[src/board_pkg.sv]
// Board front-end constants; DBC_CYCLES is a simulation value and real keys need far more
package board_pkg;

  // ========================================
  // Push buttons
  // ========================================

  // Keys are active low on the board
  localparam int unsigned NUM_KEYS  = 4;
  localparam int unsigned KEY_GO    = 0;
  localparam int unsigned KEY_STOP  = 1;
  localparam int unsigned KEY_MODE  = 2;
  localparam int unsigned KEY_RESET = 3;

  // Cycles a new key level must hold
  localparam int unsigned DBC_CYCLES = 8;
  // Counter reaches DBC_CYCLES-1 at most
  localparam int unsigned DBC_CNT_W  = $clog2(DBC_CYCLES + 1);

  // ========================================
  // Run control widths
  // ========================================

  // Slide switches double as boot PC
  localparam int unsigned SW_W      = 10;
  // Run counter wraps
  localparam int unsigned RUN_CNT_W = 8;
  // Cycle timer saturates
  localparam int unsigned TIMER_W   = 24;

  // ========================================
  // Seven-segment display
  // ========================================

  localparam int unsigned NUM_DIGITS = 6;
  localparam int unsigned SEG_W      = 7;

  // Display mode codes
  localparam logic DISP_PC_COUNT = 1'b0;
  localparam logic DISP_TIMER    = 1'b1;

  // Segment bit 0 is a, bit 6 is g, active low
  localparam logic [SEG_W-1:0] SEG_ZERO  = 7'b1000000;
  localparam logic [SEG_W-1:0] SEG_BLANK = 7'b1111111;
  // Lower case r lights e and g
  localparam logic [SEG_W-1:0] SEG_R     = 7'b0101111;

endpackage : board_pkg

[src/key_debouncer.sv]
// Key idles high; CYCLES must be at least 1 and fit the package counter width DBC_CNT_W
module key_debouncer #(
  parameter int unsigned CYCLES = board_pkg::DBC_CYCLES
) (
  input  logic clk,
  input  logic arst_n,
  input  logic key_raw,
  output logic level,
  output logic rise,
  output logic fall
);
  import board_pkg::*;

  // Two-stage synchronizer
  logic                 sync_q1;
  logic                 sync_q2;

  // Stability tracking
  logic [DBC_CNT_W-1:0] stable_cnt;
  logic                 differs;
  logic                 settle;

  // Synced value disagrees with the debounced level
  assign differs = (sync_q2 != level);
  // Last cycle of a full stable run
  assign settle  = differs && (stable_cnt == DBC_CNT_W'(CYCLES - 1));

  // ========================================
  // Synchronizer
  // ========================================

  always_ff @(posedge clk or negedge arst_n) begin
    if (!arst_n) begin
      // Released key reads high
      sync_q1 <= 1'b1;
      sync_q2 <= 1'b1;
    end else begin
      sync_q1 <= key_raw;
      sync_q2 <= sync_q1;
    end
  end

  // ========================================
  // Stability counter
  // ========================================

  always_ff @(posedge clk or negedge arst_n) begin
    if (!arst_n) begin
      stable_cnt <= '0;
    end else if (!differs || settle) begin
      // Glitch ended or level about to flip
      stable_cnt <= '0;
    end else begin
      stable_cnt <= stable_cnt + 1'b1;
    end
  end

  // ========================================
  // Debounced level and edge strobes
  // ========================================

  always_ff @(posedge clk or negedge arst_n) begin
    if (!arst_n) begin
      level <= 1'b1;
      rise  <= 1'b0;
      fall  <= 1'b0;
    end else begin
      if (settle) begin
        level <= sync_q2;
      end
      // Strobes land in the same cycle as the new level
      rise <= settle && sync_q2;
      fall <= settle && !sync_q2;
    end
  end

endmodule : key_debouncer

[src/reset_cond.sv]
// Inputs are sampled on clk so pll_locked must be stable or synced; only arst_n acts asynchronously
module reset_cond (
  input  logic clk,
  input  logic arst_n,
  input  logic btn_level,
  input  logic pll_locked,
  output logic sys_rst_n
);

  // Both sources must be good before release
  logic       rst_ok;
  // Release shift chain, bit 1 is the output
  logic [1:0] rel_sync;

  // Debounced button is high when released
  assign rst_ok = btn_level & pll_locked;

  // ========================================
  // Release synchronizer
  // ========================================

  always_ff @(posedge clk or negedge arst_n) begin
    if (!arst_n) begin
      // Board reset asserts immediately
      rel_sync <= 2'b00;
    end else if (!rst_ok) begin
      // Button or lock loss asserts on the next edge
      rel_sync <= 2'b00;
    end else begin
      // Ones walk in, two edges to release
      rel_sync <= {rel_sync[0], 1'b1};
    end
  end

  // Registered output, no combinational path from inputs
  assign sys_rst_n = rel_sync[1];

endmodule : reset_cond

[src/run_ctrl_regs.sv]
// Requests are one-cycle strobes; stop beats go in the same cycle and sys_rst_n does not clear this block
module run_ctrl_regs (
  input  logic                            clk,
  input  logic                            arst_n,
  input  logic [board_pkg::SW_W-1:0]      sw,
  input  logic                            go_req,
  input  logic                            stop_req,
  input  logic                            mode_req,
  output logic                            go,
  output logic                            running,
  output logic [board_pkg::SW_W-1:0]      boot_pc,
  output logic [board_pkg::RUN_CNT_W-1:0] run_count,
  output logic [board_pkg::TIMER_W-1:0]   run_timer,
  output logic                            disp_mode
);
  import board_pkg::*;

  // Go that is not overridden by stop
  logic go_take;
  // Timer is at its ceiling
  logic timer_full;

  assign go_take    = go_req && !stop_req;
  assign timer_full = &run_timer;

  // ========================================
  // Run control
  // ========================================

  always_ff @(posedge clk or negedge arst_n) begin
    if (!arst_n) begin
      go        <= 1'b0;
      running   <= 1'b0;
      run_count <= '0;
    end else begin
      // Single-cycle start pulse to the processor
      go <= go_take;

      // Stop has priority
      if (stop_req) begin
        running <= 1'b0;
      end else if (go_take) begin
        running <= 1'b1;
      end

      // Count wraps past all ones
      if (go_take) begin
        run_count <= run_count + 1'b1;
      end
    end
  end

  // Boot PC snapshot of the switches at go
  always_ff @(posedge clk or negedge arst_n) begin
    if (!arst_n) begin
      boot_pc <= '0;
    end else if (go_take) begin
      boot_pc <= sw;
    end
  end

  // ========================================
  // Run cycle timer
  // ========================================

  always_ff @(posedge clk or negedge arst_n) begin
    if (!arst_n) begin
      run_timer <= '0;
    end else if (go_take) begin
      // Fresh run starts at zero
      run_timer <= '0;
    end else if (running && !timer_full) begin
      // Saturate, never wrap
      run_timer <= run_timer + 1'b1;
    end
  end

  // Display mode toggle
  always_ff @(posedge clk or negedge arst_n) begin
    if (!arst_n) begin
      disp_mode <= DISP_PC_COUNT;
    end else if (mode_req) begin
      disp_mode <= (disp_mode == DISP_PC_COUNT) ? DISP_TIMER : DISP_PC_COUNT;
    end
  end

endmodule : run_ctrl_regs

[src/hex_display.sv]
// Segments are active low with bit 0 as segment a and lag their inputs by one registered cycle
module hex_display (
  input  logic                            clk,
  input  logic                            arst_n,
  input  logic                            disp_mode,
  input  logic                            running,
  input  logic [board_pkg::SW_W-1:0]      boot_pc,
  input  logic [board_pkg::RUN_CNT_W-1:0] run_count,
  input  logic [board_pkg::TIMER_W-1:0]   run_timer,
  output logic [board_pkg::SEG_W-1:0]     hex0,
  output logic [board_pkg::SEG_W-1:0]     hex1,
  output logic [board_pkg::SEG_W-1:0]     hex2,
  output logic [board_pkg::SEG_W-1:0]     hex3,
  output logic [board_pkg::SEG_W-1:0]     hex4,
  output logic [board_pkg::SEG_W-1:0]     hex5
);
  import board_pkg::*;

  // Packed nibbles, digit 0 in the low bits
  logic [NUM_DIGITS*4-1:0] disp_word;
  // Boot PC padded to three digits
  logic [11:0]             pc_ext;
  logic [SEG_W-1:0]        seg_next [NUM_DIGITS];
  logic [SEG_W-1:0]        seg_q    [NUM_DIGITS];

  // Hex nibble to active-low segments
  function automatic logic [SEG_W-1:0] hex_to_seg(input logic [3:0] nib);
    case (nib)
      4'h0: hex_to_seg = 7'b1000000;
      4'h1: hex_to_seg = 7'b1111001;
      4'h2: hex_to_seg = 7'b0100100;
      4'h3: hex_to_seg = 7'b0110000;
      4'h4: hex_to_seg = 7'b0011001;
      4'h5: hex_to_seg = 7'b0010010;
      4'h6: hex_to_seg = 7'b0000010;
      4'h7: hex_to_seg = 7'b1111000;
      4'h8: hex_to_seg = 7'b0000000;
      4'h9: hex_to_seg = 7'b0010000;
      4'hA: hex_to_seg = 7'b0001000;
      4'hB: hex_to_seg = 7'b0000011;
      4'hC: hex_to_seg = 7'b1000110;
      4'hD: hex_to_seg = 7'b0100001;
      4'hE: hex_to_seg = 7'b0000110;
      4'hF: hex_to_seg = 7'b0001110;
    endcase
  endfunction

  assign pc_ext = 12'(boot_pc);

  // ========================================
  // Word select and encode
  // ========================================

  always_comb begin
    if (disp_mode == DISP_TIMER) begin
      disp_word = run_timer;
    end else begin
      // Count on hex5..4, status slot on hex3, PC on hex2..0
      disp_word = {run_count, 4'h0, pc_ext};
    end
    for (int i = 0; i < NUM_DIGITS; i++) begin
      seg_next[i] = hex_to_seg(disp_word[4*i +: 4]);
    end
    // Hex3 is the run status letter in PC mode
    if (disp_mode == DISP_PC_COUNT) begin
      seg_next[3] = running ? SEG_R : SEG_BLANK;
    end
  end

  // Output registers
  always_ff @(posedge clk or negedge arst_n) begin
    if (!arst_n) begin
      for (int i = 0; i < NUM_DIGITS; i++) begin
        seg_q[i] <= SEG_ZERO;
      end
    end else begin
      seg_q <= seg_next;
    end
  end

  assign hex0 = seg_q[0];
  assign hex1 = seg_q[1];
  assign hex2 = seg_q[2];
  assign hex3 = seg_q[3];
  assign hex4 = seg_q[4];
  assign hex5 = seg_q[5];

endmodule : hex_display

[src/board_ctrl_top.sv]
// Single clock domain; run registers and display use arst_n while sys_rst_n only feeds the processor
module board_ctrl_top (
  input  logic                           clk,
  input  logic                           arst_n,
  input  logic [board_pkg::NUM_KEYS-1:0] key,
  input  logic [board_pkg::SW_W-1:0]     sw,
  input  logic                           pll_locked,
  output logic                           sys_rst_n,
  output logic                           go,
  output logic [board_pkg::SW_W-1:0]     boot_pc,
  output logic                           running,
  output logic [board_pkg::SEG_W-1:0]    hex0,
  output logic [board_pkg::SEG_W-1:0]    hex1,
  output logic [board_pkg::SEG_W-1:0]    hex2,
  output logic [board_pkg::SEG_W-1:0]    hex3,
  output logic [board_pkg::SEG_W-1:0]    hex4,
  output logic [board_pkg::SEG_W-1:0]    hex5
);
  import board_pkg::*;

  // Debounced keys read 0 when pressed
  logic [NUM_KEYS-1:0]  key_level;
  // Press strobes
  logic [NUM_KEYS-1:0]  key_fall;

  // Register block to display
  logic [RUN_CNT_W-1:0] run_count;
  logic [TIMER_W-1:0]   run_timer;
  logic                 disp_mode;

  // ========================================
  // Key conditioning
  // ========================================

  for (genvar k = 0; k < NUM_KEYS; k++) begin : g_key
    key_debouncer #(
      .CYCLES  (DBC_CYCLES)
    ) key_dbc_i (
      .clk     (clk),
      .arst_n  (arst_n),
      .key_raw (key[k]),
      .level   (key_level[k]),
      .rise    (),
      .fall    (key_fall[k])
    );
  end

  // Button reset plus PLL lock
  reset_cond reset_cond_i (
    .clk        (clk),
    .arst_n     (arst_n),
    .btn_level  (key_level[KEY_RESET]),
    .pll_locked (pll_locked),
    .sys_rst_n  (sys_rst_n)
  );

  // ========================================
  // Run control and display
  // ========================================

  // Presses are falls since keys are active low
  run_ctrl_regs run_ctrl_regs_i (
    .clk       (clk),
    .arst_n    (arst_n),
    .sw        (sw),
    .go_req    (key_fall[KEY_GO]),
    .stop_req  (key_fall[KEY_STOP]),
    .mode_req  (key_fall[KEY_MODE]),
    .go        (go),
    .running   (running),
    .boot_pc   (boot_pc),
    .run_count (run_count),
    .run_timer (run_timer),
    .disp_mode (disp_mode)
  );

  hex_display hex_display_i (
    .clk       (clk),
    .arst_n    (arst_n),
    .disp_mode (disp_mode),
    .running   (running),
    .boot_pc   (boot_pc),
    .run_count (run_count),
    .run_timer (run_timer),
    .hex0      (hex0),
    .hex1      (hex1),
    .hex2      (hex2),
    .hex3      (hex3),
    .hex4      (hex4),
    .hex5      (hex5)
  );

endmodule : board_ctrl_top

[config.mk]
export PLATFORM = sky130hd
export DESIGN_NAME = board_ctrl_top
export DESIGN_NICKNAME = d
export VERILOG_FILES = /design/src/board_pkg.sv /design/src/key_debouncer.sv /design/src/reset_cond.sv /design/src/run_ctrl_regs.sv /design/src/hex_display.sv /design/src/board_ctrl_top.sv
export SDC_FILE = /design/constraint.sdc
export NUM_CORES = 1
export LEC_CHECK = 0
export BUFFER_PORTS_ARGS = -buffer_cell sky130_fd_sc_hd__buf_2
export CORE_AREA = 2 2 133 135
export CTS_CLUSTER_DIAMETER = 40
export DETAILED_ROUTE_END_ITERATION = 16
export DIE_AREA = 0 0 135 137
export MAX_ROUTING_LAYER = met4
export PLACE_DENSITY_LB_ADDON = 0.12
export SKIP_CTS_REPAIR_TIMING = 1
export SLEW_MARGIN = 25
export SYNTH_ARGS = -nofsm -noshare
export SYNTH_HDL_FRONTEND = slang
export SYNTH_HIERARCHICAL = 1
export SYNTH_SLANG_ARGS = --single-unit
[constraint.sdc]
create_clock -name clk -period 3.8 [get_ports clk]
set_clock_uncertainty 0.2 [all_clocks]
set_input_delay 0.76 -clock clk [delete_from_list [all_inputs] [get_ports clk]]
set_output_delay 0.76 -clock clk [all_outputs]
set_load 0.03 [all_outputs]
=== Word-level counts from Yosys, hierarchy flattened ===
Memory sizes are Yosys's and may differ from the RTL's. A register that Yosys moved wholly into a read port is not among the register bits.
Cells that the tools add are included.

* Register bits: 85
* ROM bits: 672
* Input bits: 17
* Memories kept: 6

* Add/subtract/negate cells: 6
* Eq/ne operators: 8
* Mux-type cells: 13
* Bitwise gates (word level): 1
* Reductions and logical operators: 30

{| class="wikitable"
|+ Memories
! name !! depth !! bits a word !! read ports !! clocked after Yosys merged registers in !! wr ports !! line !! RTL
|-
| (no name shown) || 16 || 7 || 1 || 1 || 0 || hex_display.sv:28 || <nowiki>case (nib)</nowiki>
|-
| (no name shown) || 16 || 7 || 1 || 1 || 0 || hex_display.sv:28 ||
|-
| (no name shown) || 16 || 7 || 1 || 1 || 0 || hex_display.sv:28 ||
|-
| (no name shown) || 16 || 7 || 1 || 0 || 0 || hex_display.sv:28 ||
|-
| (no name shown) || 16 || 7 || 1 || 1 || 0 || hex_display.sv:28 ||
|-
| (no name shown) || 16 || 7 || 1 || 1 || 0 || hex_display.sv:28 ||
|}

{| class="wikitable"
|+ Operators with widths
! cell !! count
|-
| 24-bit two-way mux || 3
|-
| 24-bit by 1-bit adder with 24-bit output (second input constant) || 1
|-
| 24-bit AND reduction || 1
|-
| 4-bit by 1-bit adder with 4-bit output (second input constant) || 4
|-
| 4-bit by 3-bit == test with 1-bit output (second input constant) || 4
|-
| 4-bit two-way mux || 4
|-
| 1-bit zero test || 14
|-
| 7-bit two-way mux || 2
|-
| 1-bit logical AND || 9
|-
| 8-bit by 1-bit adder with 8-bit output (second input constant) || 1
|-
| 1-bit logical OR || 4
|-
| 1-bit inequality test || 4
|-
| 2-bit nonzero test || 2
|-
| 1-bit two-way mux || 3
|-
| 2-bit two-way mux || 1
|-
| 1-bit AND || 1
|}

=== Longest topological paths before layout ===
* Depth after elaboration: 5
* Gate-level depth with buffers: 10

=== By module ===
Netlist, hierarchy kept.

{| class="wikitable"
|+ By module, submodules not included
! module !! times used !! cells each !! area each (sq um) !! sequential area each (sq um)
|-
| hex_display || 1 || 265 || 3006.6 || 1058.5
|-
| run_ctrl_regs || 1 || 221 || 2160.8 || 1126.1
|-
| key_debouncer (g_key[1].key_dbc_i ...) || 3 || 23 || 367.9 || 229.0
|-
| key_debouncer (g_key[0].key_dbc_i) || 1 || 24 || 355.3 || 229.0
|-
| reset_cond || 1 || 4 || 62.6 || 50.0
|}

=== Least setup slack after synthesis ===
Ideal clock, no wire load.

* Path kind: register -> register
* Start: reg run_ctrl_regs_i.disp_mode
* End: reg hex_display_i.seg_q (netlist bit hex_display_i/hex3[3])
* Setup time: 123 ps
* Data arrival time: 2012 ps
* Data required time: 3477 ps
* Slack: 1466 ps
* Stages on the path, launching flop included: 10
* Path buffers: 4
* Clock period less this slack: 2334 ps
* Cells stage by stage: dfrtp_1 -> buf_12 -> buf_12 -> buf_6 -> buf_2 -> nand2_1 -> ha_1 -> mux4_2 -> inv_1 -> nand2_1

{| class="wikitable"
|+ RTL lines
! element !! line !! RTL
|-
| from (decl) || run_ctrl_regs.sv:14 || <nowiki>output logic disp_mode</nowiki>
|-
| from (signal assigned) || run_ctrl_regs.sv:83 || <nowiki>disp_mode <= (disp_mode == DISP_PC_COUNT) ? DISP_TIMER : DISP_PC_COUNT;</nowiki>
|-
| to (signal assigned) || hex_display.sv:77 || <nowiki>seg_q <= seg_next;</nowiki>
|-
| to (decl) || hex_display.sv:24 || <nowiki>logic [SEG_W-1:0] seg_q [NUM_DIGITS];</nowiki>
|}

=== Final worst setup path ===
* Start: reg run_ctrl_regs_i.disp_mode
* End: reg hex_display_i.seg_q (netlist bit hex_display_i/hex5[5])

* Word-level cells in the longest chain between the ends: 1

{| class="wikitable"
|+ RTL lines
! element !! line !! RTL
|-
| 24-bit two-way mux || hex_display.sv:55 || <nowiki>if (disp_mode == DISP_TIMER) begin</nowiki>
|}

Every way passes these cells.
A chain may end at the register's enable or synchronous reset.

==> results.md <==
Worst hold path:
- The beginning of the worst hold path is g_key[1].key_dbc_i/sync_q1.
- The path class of the tightest hold or removal check is reg2reg.

Detailed routing:
- The wire length after detailed routing is 13.1 mm.
- Once detail routing completed, the nets flagged for antenna violations numbered 0.
- The average vias per placed instance is 4.94.
- In this run, the number of DRC markers left after iteration 0 of detailed routing was 213.
- The number of vias after detailed routing is 4,389.
- In the final routed layout, each cell accounts on average for about 15 µm.
- The post-detailed-route DRC marker count is 0.
- The first detailed-routing pass took 4 iterations.

Clock tree:
- The sink count of the clock tree is 120.
- TritonCTS built the clock tree.
- The tree is rooted in a clkbuf_16.
- The clock latency of the later-clocked register in the worst-skew pair is roughly 0.41 ns.
- The CTS H-tree depth is 4.
- The clock-pin transition on the worst setup and hold timing paths is 0.05 ns.
- The maximum number of buffers from clock root to sink is 2.
- Buffers inserted during clock tree synthesis total 17.

Global routing:
- The remaining global-route overflow is 0.
- The total global-route track usage is 15.7%.
- The first global-routing pass estimated 22.1 mm of wire.
- The number of global-route vias before repair is 4,496.
- The number of antenna violations at the first check in global routing is 0.
- The maximum number of pins on one net before global-route repair is 70.

Power and ir drop:
- The share of total power dissipated in sequential elements is roughly two fifths.
- The completed layout was analyzed and its total power is 0.00362 W.
- The internal power of the cells totals 0.00273 W.
- The reported net switching power is 0.000894 W.
- VDD sags by at most 0.330 mV.
- The share of total power dissipated in combinational logic is 12.3%.
- Per report_power, the clock group accounts for 45.8% of the total.
- The analysis attributes to cell leakage a power of about 3.7 nW.
- For this design the ratio of total power to cell area is 469 nW/µm².
- The switching power as a share of total power is 24.7%.

Floorplan:
- 72 I/O pins were placed.
- The die is 135 µm wide.
- The floorplan step defined a die boundary enclosing 18,500 µm².
- The floorplan has 48 rows.
- Once the floorplan was initialized, standard cells occupied 38.3% of the core.
- The total area inside the core boundary comes to 17,100 µm².
- In this run the vertical extent of the chip is 137 µm.

Placement:
- The weighted congestion reported at the end of routability-driven placement is around 0.85.
- Summing all placed instances gives a cell area of 7100 µm².
- The half-perimeter wire length after placement is 9.14 mm.
- The number of I/O port buffers is 71.

Synthesis:
- The Yosys step of the flow raised 6 warnings.
- The synthesized instance count is 573.
- The synthesized netlist occupies a cell area of roughly 6500 µm².
- The post-synthesis net count is 632.
- After synthesis, the mean cell area works out to about 11 µm².

STA:
- The final critical path takes up 69.2% of the cycle.
- The total of endpoints with negative setup slack in the final report is 0.
- Hold is met by 0.154 ns.
- For this run, the top clock speed supported by timing is 380 MHz.
- The count of endpoints failing hold in the final timing report is 0.
- The total count of max-transition violations in the final report came to 0.
- The worst slew slack as a fraction of its limit is 54.9%.
- Setup repair after global routing left no endpoint under its margin.
- The clock period minus worst slack is 2.63 ns.
- The transition time at the pin with the least slew margin is 0.677 ns.
- After routing, the total negative slack on setup checks comes to 0 ns.

Setup path:
- Data on the critical path is required at its endpoint by ~3.9 ns.
- The kind of critical path is reg2reg.
- The signal arrival time at the worst endpoint is around 2.7 ns.
- STA classifies the critical path endpoint as a register.
- The maximum fanout along the worst path is 15.
- Tracing the worst setup path back leads to its startpoint at run_ctrl_regs_i/disp_mode.
- In this run the critical register-to-register path is launched from run_ctrl_regs_i/disp_mode.
- The worst setup path is launched from a register.

Cells and area:
- The repair_antennas step left the layout with diodes totalling 0.
- The share of cells above drive strength 1 is about a quarter.
- The sequential cell area is between 3000 and 4000 µm².
- The multi-input combinational cells in the finished layout cover a total of approximately 3200 µm².
- Summing all non-filler instances in the final layout gives an area of slightly below 8000 µm².
- Compared with the post-synthesis result, the final layout area differs by 18.3%.
- The number of fill cells in the layout is 1,625.
- At the end of the flow, the number of nets in the layout was 710.

Job:
- The total of max-cap violations is 0.

Status:
- The flow ran to the end, and the final reports show no timing, DRC or antenna violations.
==> critical path, cell delays in order, from the launching register on <==
cell and delay (ns):
dfrtp_2 0.76, buf_4 0.30, mux2i_1 0.48, inv_1 0.17, ha_1 0.27, inv_1 0.08
mux2i_1 0.07, a22o_1 0.19
==> layout make-up <==
| class | instances | area share [%] |
|---|---|---|
| repair buffers | 83 | 5.97 |
| clock buffers | 24 | 6.50 |
| well taps | 225 | 3.65 |
| inverters | 28 | 1.36 |
| clock inverters | 8 | 1.54 |
| flip-flops and latches | 120 | 39.2 |
| multi-input cells | 401 | 41.8 |
==> power by group through the flow <==
stage | clock [W] | sequential, W | combinational [W]
4_1_cts | 0.00171 | 0.00152 | 0.000453
6_report | 0.00166 | 0.00152 | 0.000446
2_1_floorplan | 0 | 0.00158 | 0.000275
5_1_grt | 0.00177 | 0.00154 | 0.000500
3_5_place_dp | 0 | 0.00154 | 0.000451
3_3_place_gp | 0 | 0.00153 | 0.000441
==> cells in the final DEF, fill, tap and decap left out, types with 4 or more instances in the layout <==
cell / count
a22o_1: 5
nand2b_1: 6
and4_1: 6
o31ai_1: 4
nand3_1: 17
mux2_2: 10
mux2_4: 4
nand2_1: 58
o22ai_1: 8
mux2i_1: 27
clkinv_2: 4
o211a_1: 4
nor2b_1: 4
and4b_1: 4
nor3_1: 8
ha_1: 42
o2bb2ai_1: 4
xor2_1: 15
mux4_2: 4
buf_4: 12
buf_2: 70
inv_1: 27
clkbuf_16: 17
dfrtp_1: 101
clkbuf_8: 5
o211ai_1: 9
nor2_1: 31
nand4_1: 16
xnor2_1: 26
and2_1: 5
and3_1: 8
o21ai_0: 9
dfstp_2: 18
mux2i_4: 7
o21ai_1: 4
a21oi_1: 11
==> stage by stage <==
step / utilization, % / worst slack [ns] / std cells
2_1_floorplan: - / 1.47 / 573
3_3_place_gp: 41.6 / 1.26 / 857
3_5_place_dp: 41.6 / 1.16 / 857
4_1_cts: 45.3 / 1.15 / 889
5_1_grt: 45.3 / 0.923 / 889
6_report: 45.3 / 1.17 / 889
==> state kept, by name (all words and copies together), names as in the netlist, 3 cells and up <==
signal	cells
g_key.key_dbc_i/fall	3
g_key.key_dbc_i/level	4
g_key.key_dbc_i/stable_cnt	16
g_key.key_dbc_i/sync_q1	4
g_key.key_dbc_i/sync_q2	4
hex_display_i/hex0	7
hex_display_i/hex1	7
hex_display_i/hex2	7
hex_display_i/hex3	7
hex_display_i/hex4	7
hex_display_i/hex5	7
run_ctrl_regs_i/boot_pc	10
run_ctrl_regs_i/run_count	8
run_ctrl_regs_i/run_timer	24
==> path summary, 6_finish.rpt <==
kind	cells after the start	slack [ns]	to
hold reg to reg	0	0.15	g_key[1].key_dbc_i/sync_q2
hold / removal	0	0.15	g_key[1].key_dbc_i/sync_q2
max in group asynchronous	2	2.38	g_key[2].key_dbc_i/level
setup / recovery	7	1.17	hex_display_i/hex5[5]
setup reg to reg	7	1.17	hex_display_i/hex5[5]
min in group asynchronous	1	0.18	reset_cond_i/rel_sync[1]
==> layer usage <==
| layer | track usage (%) | wire length, µm | up-vias |
|---|---|---|---|
| met1 | 19.3 | 6150 | 2136 |
| met2 | 25.0 | 6310 | 63 |
| met4 | 5.27 | 156 | 0 |
| met5 | - | 0 | - |
| met3 | 4.33 | 445 | 11 |
| li1 | - | - | 2179 |
Power figures use the tool's default switching activity.
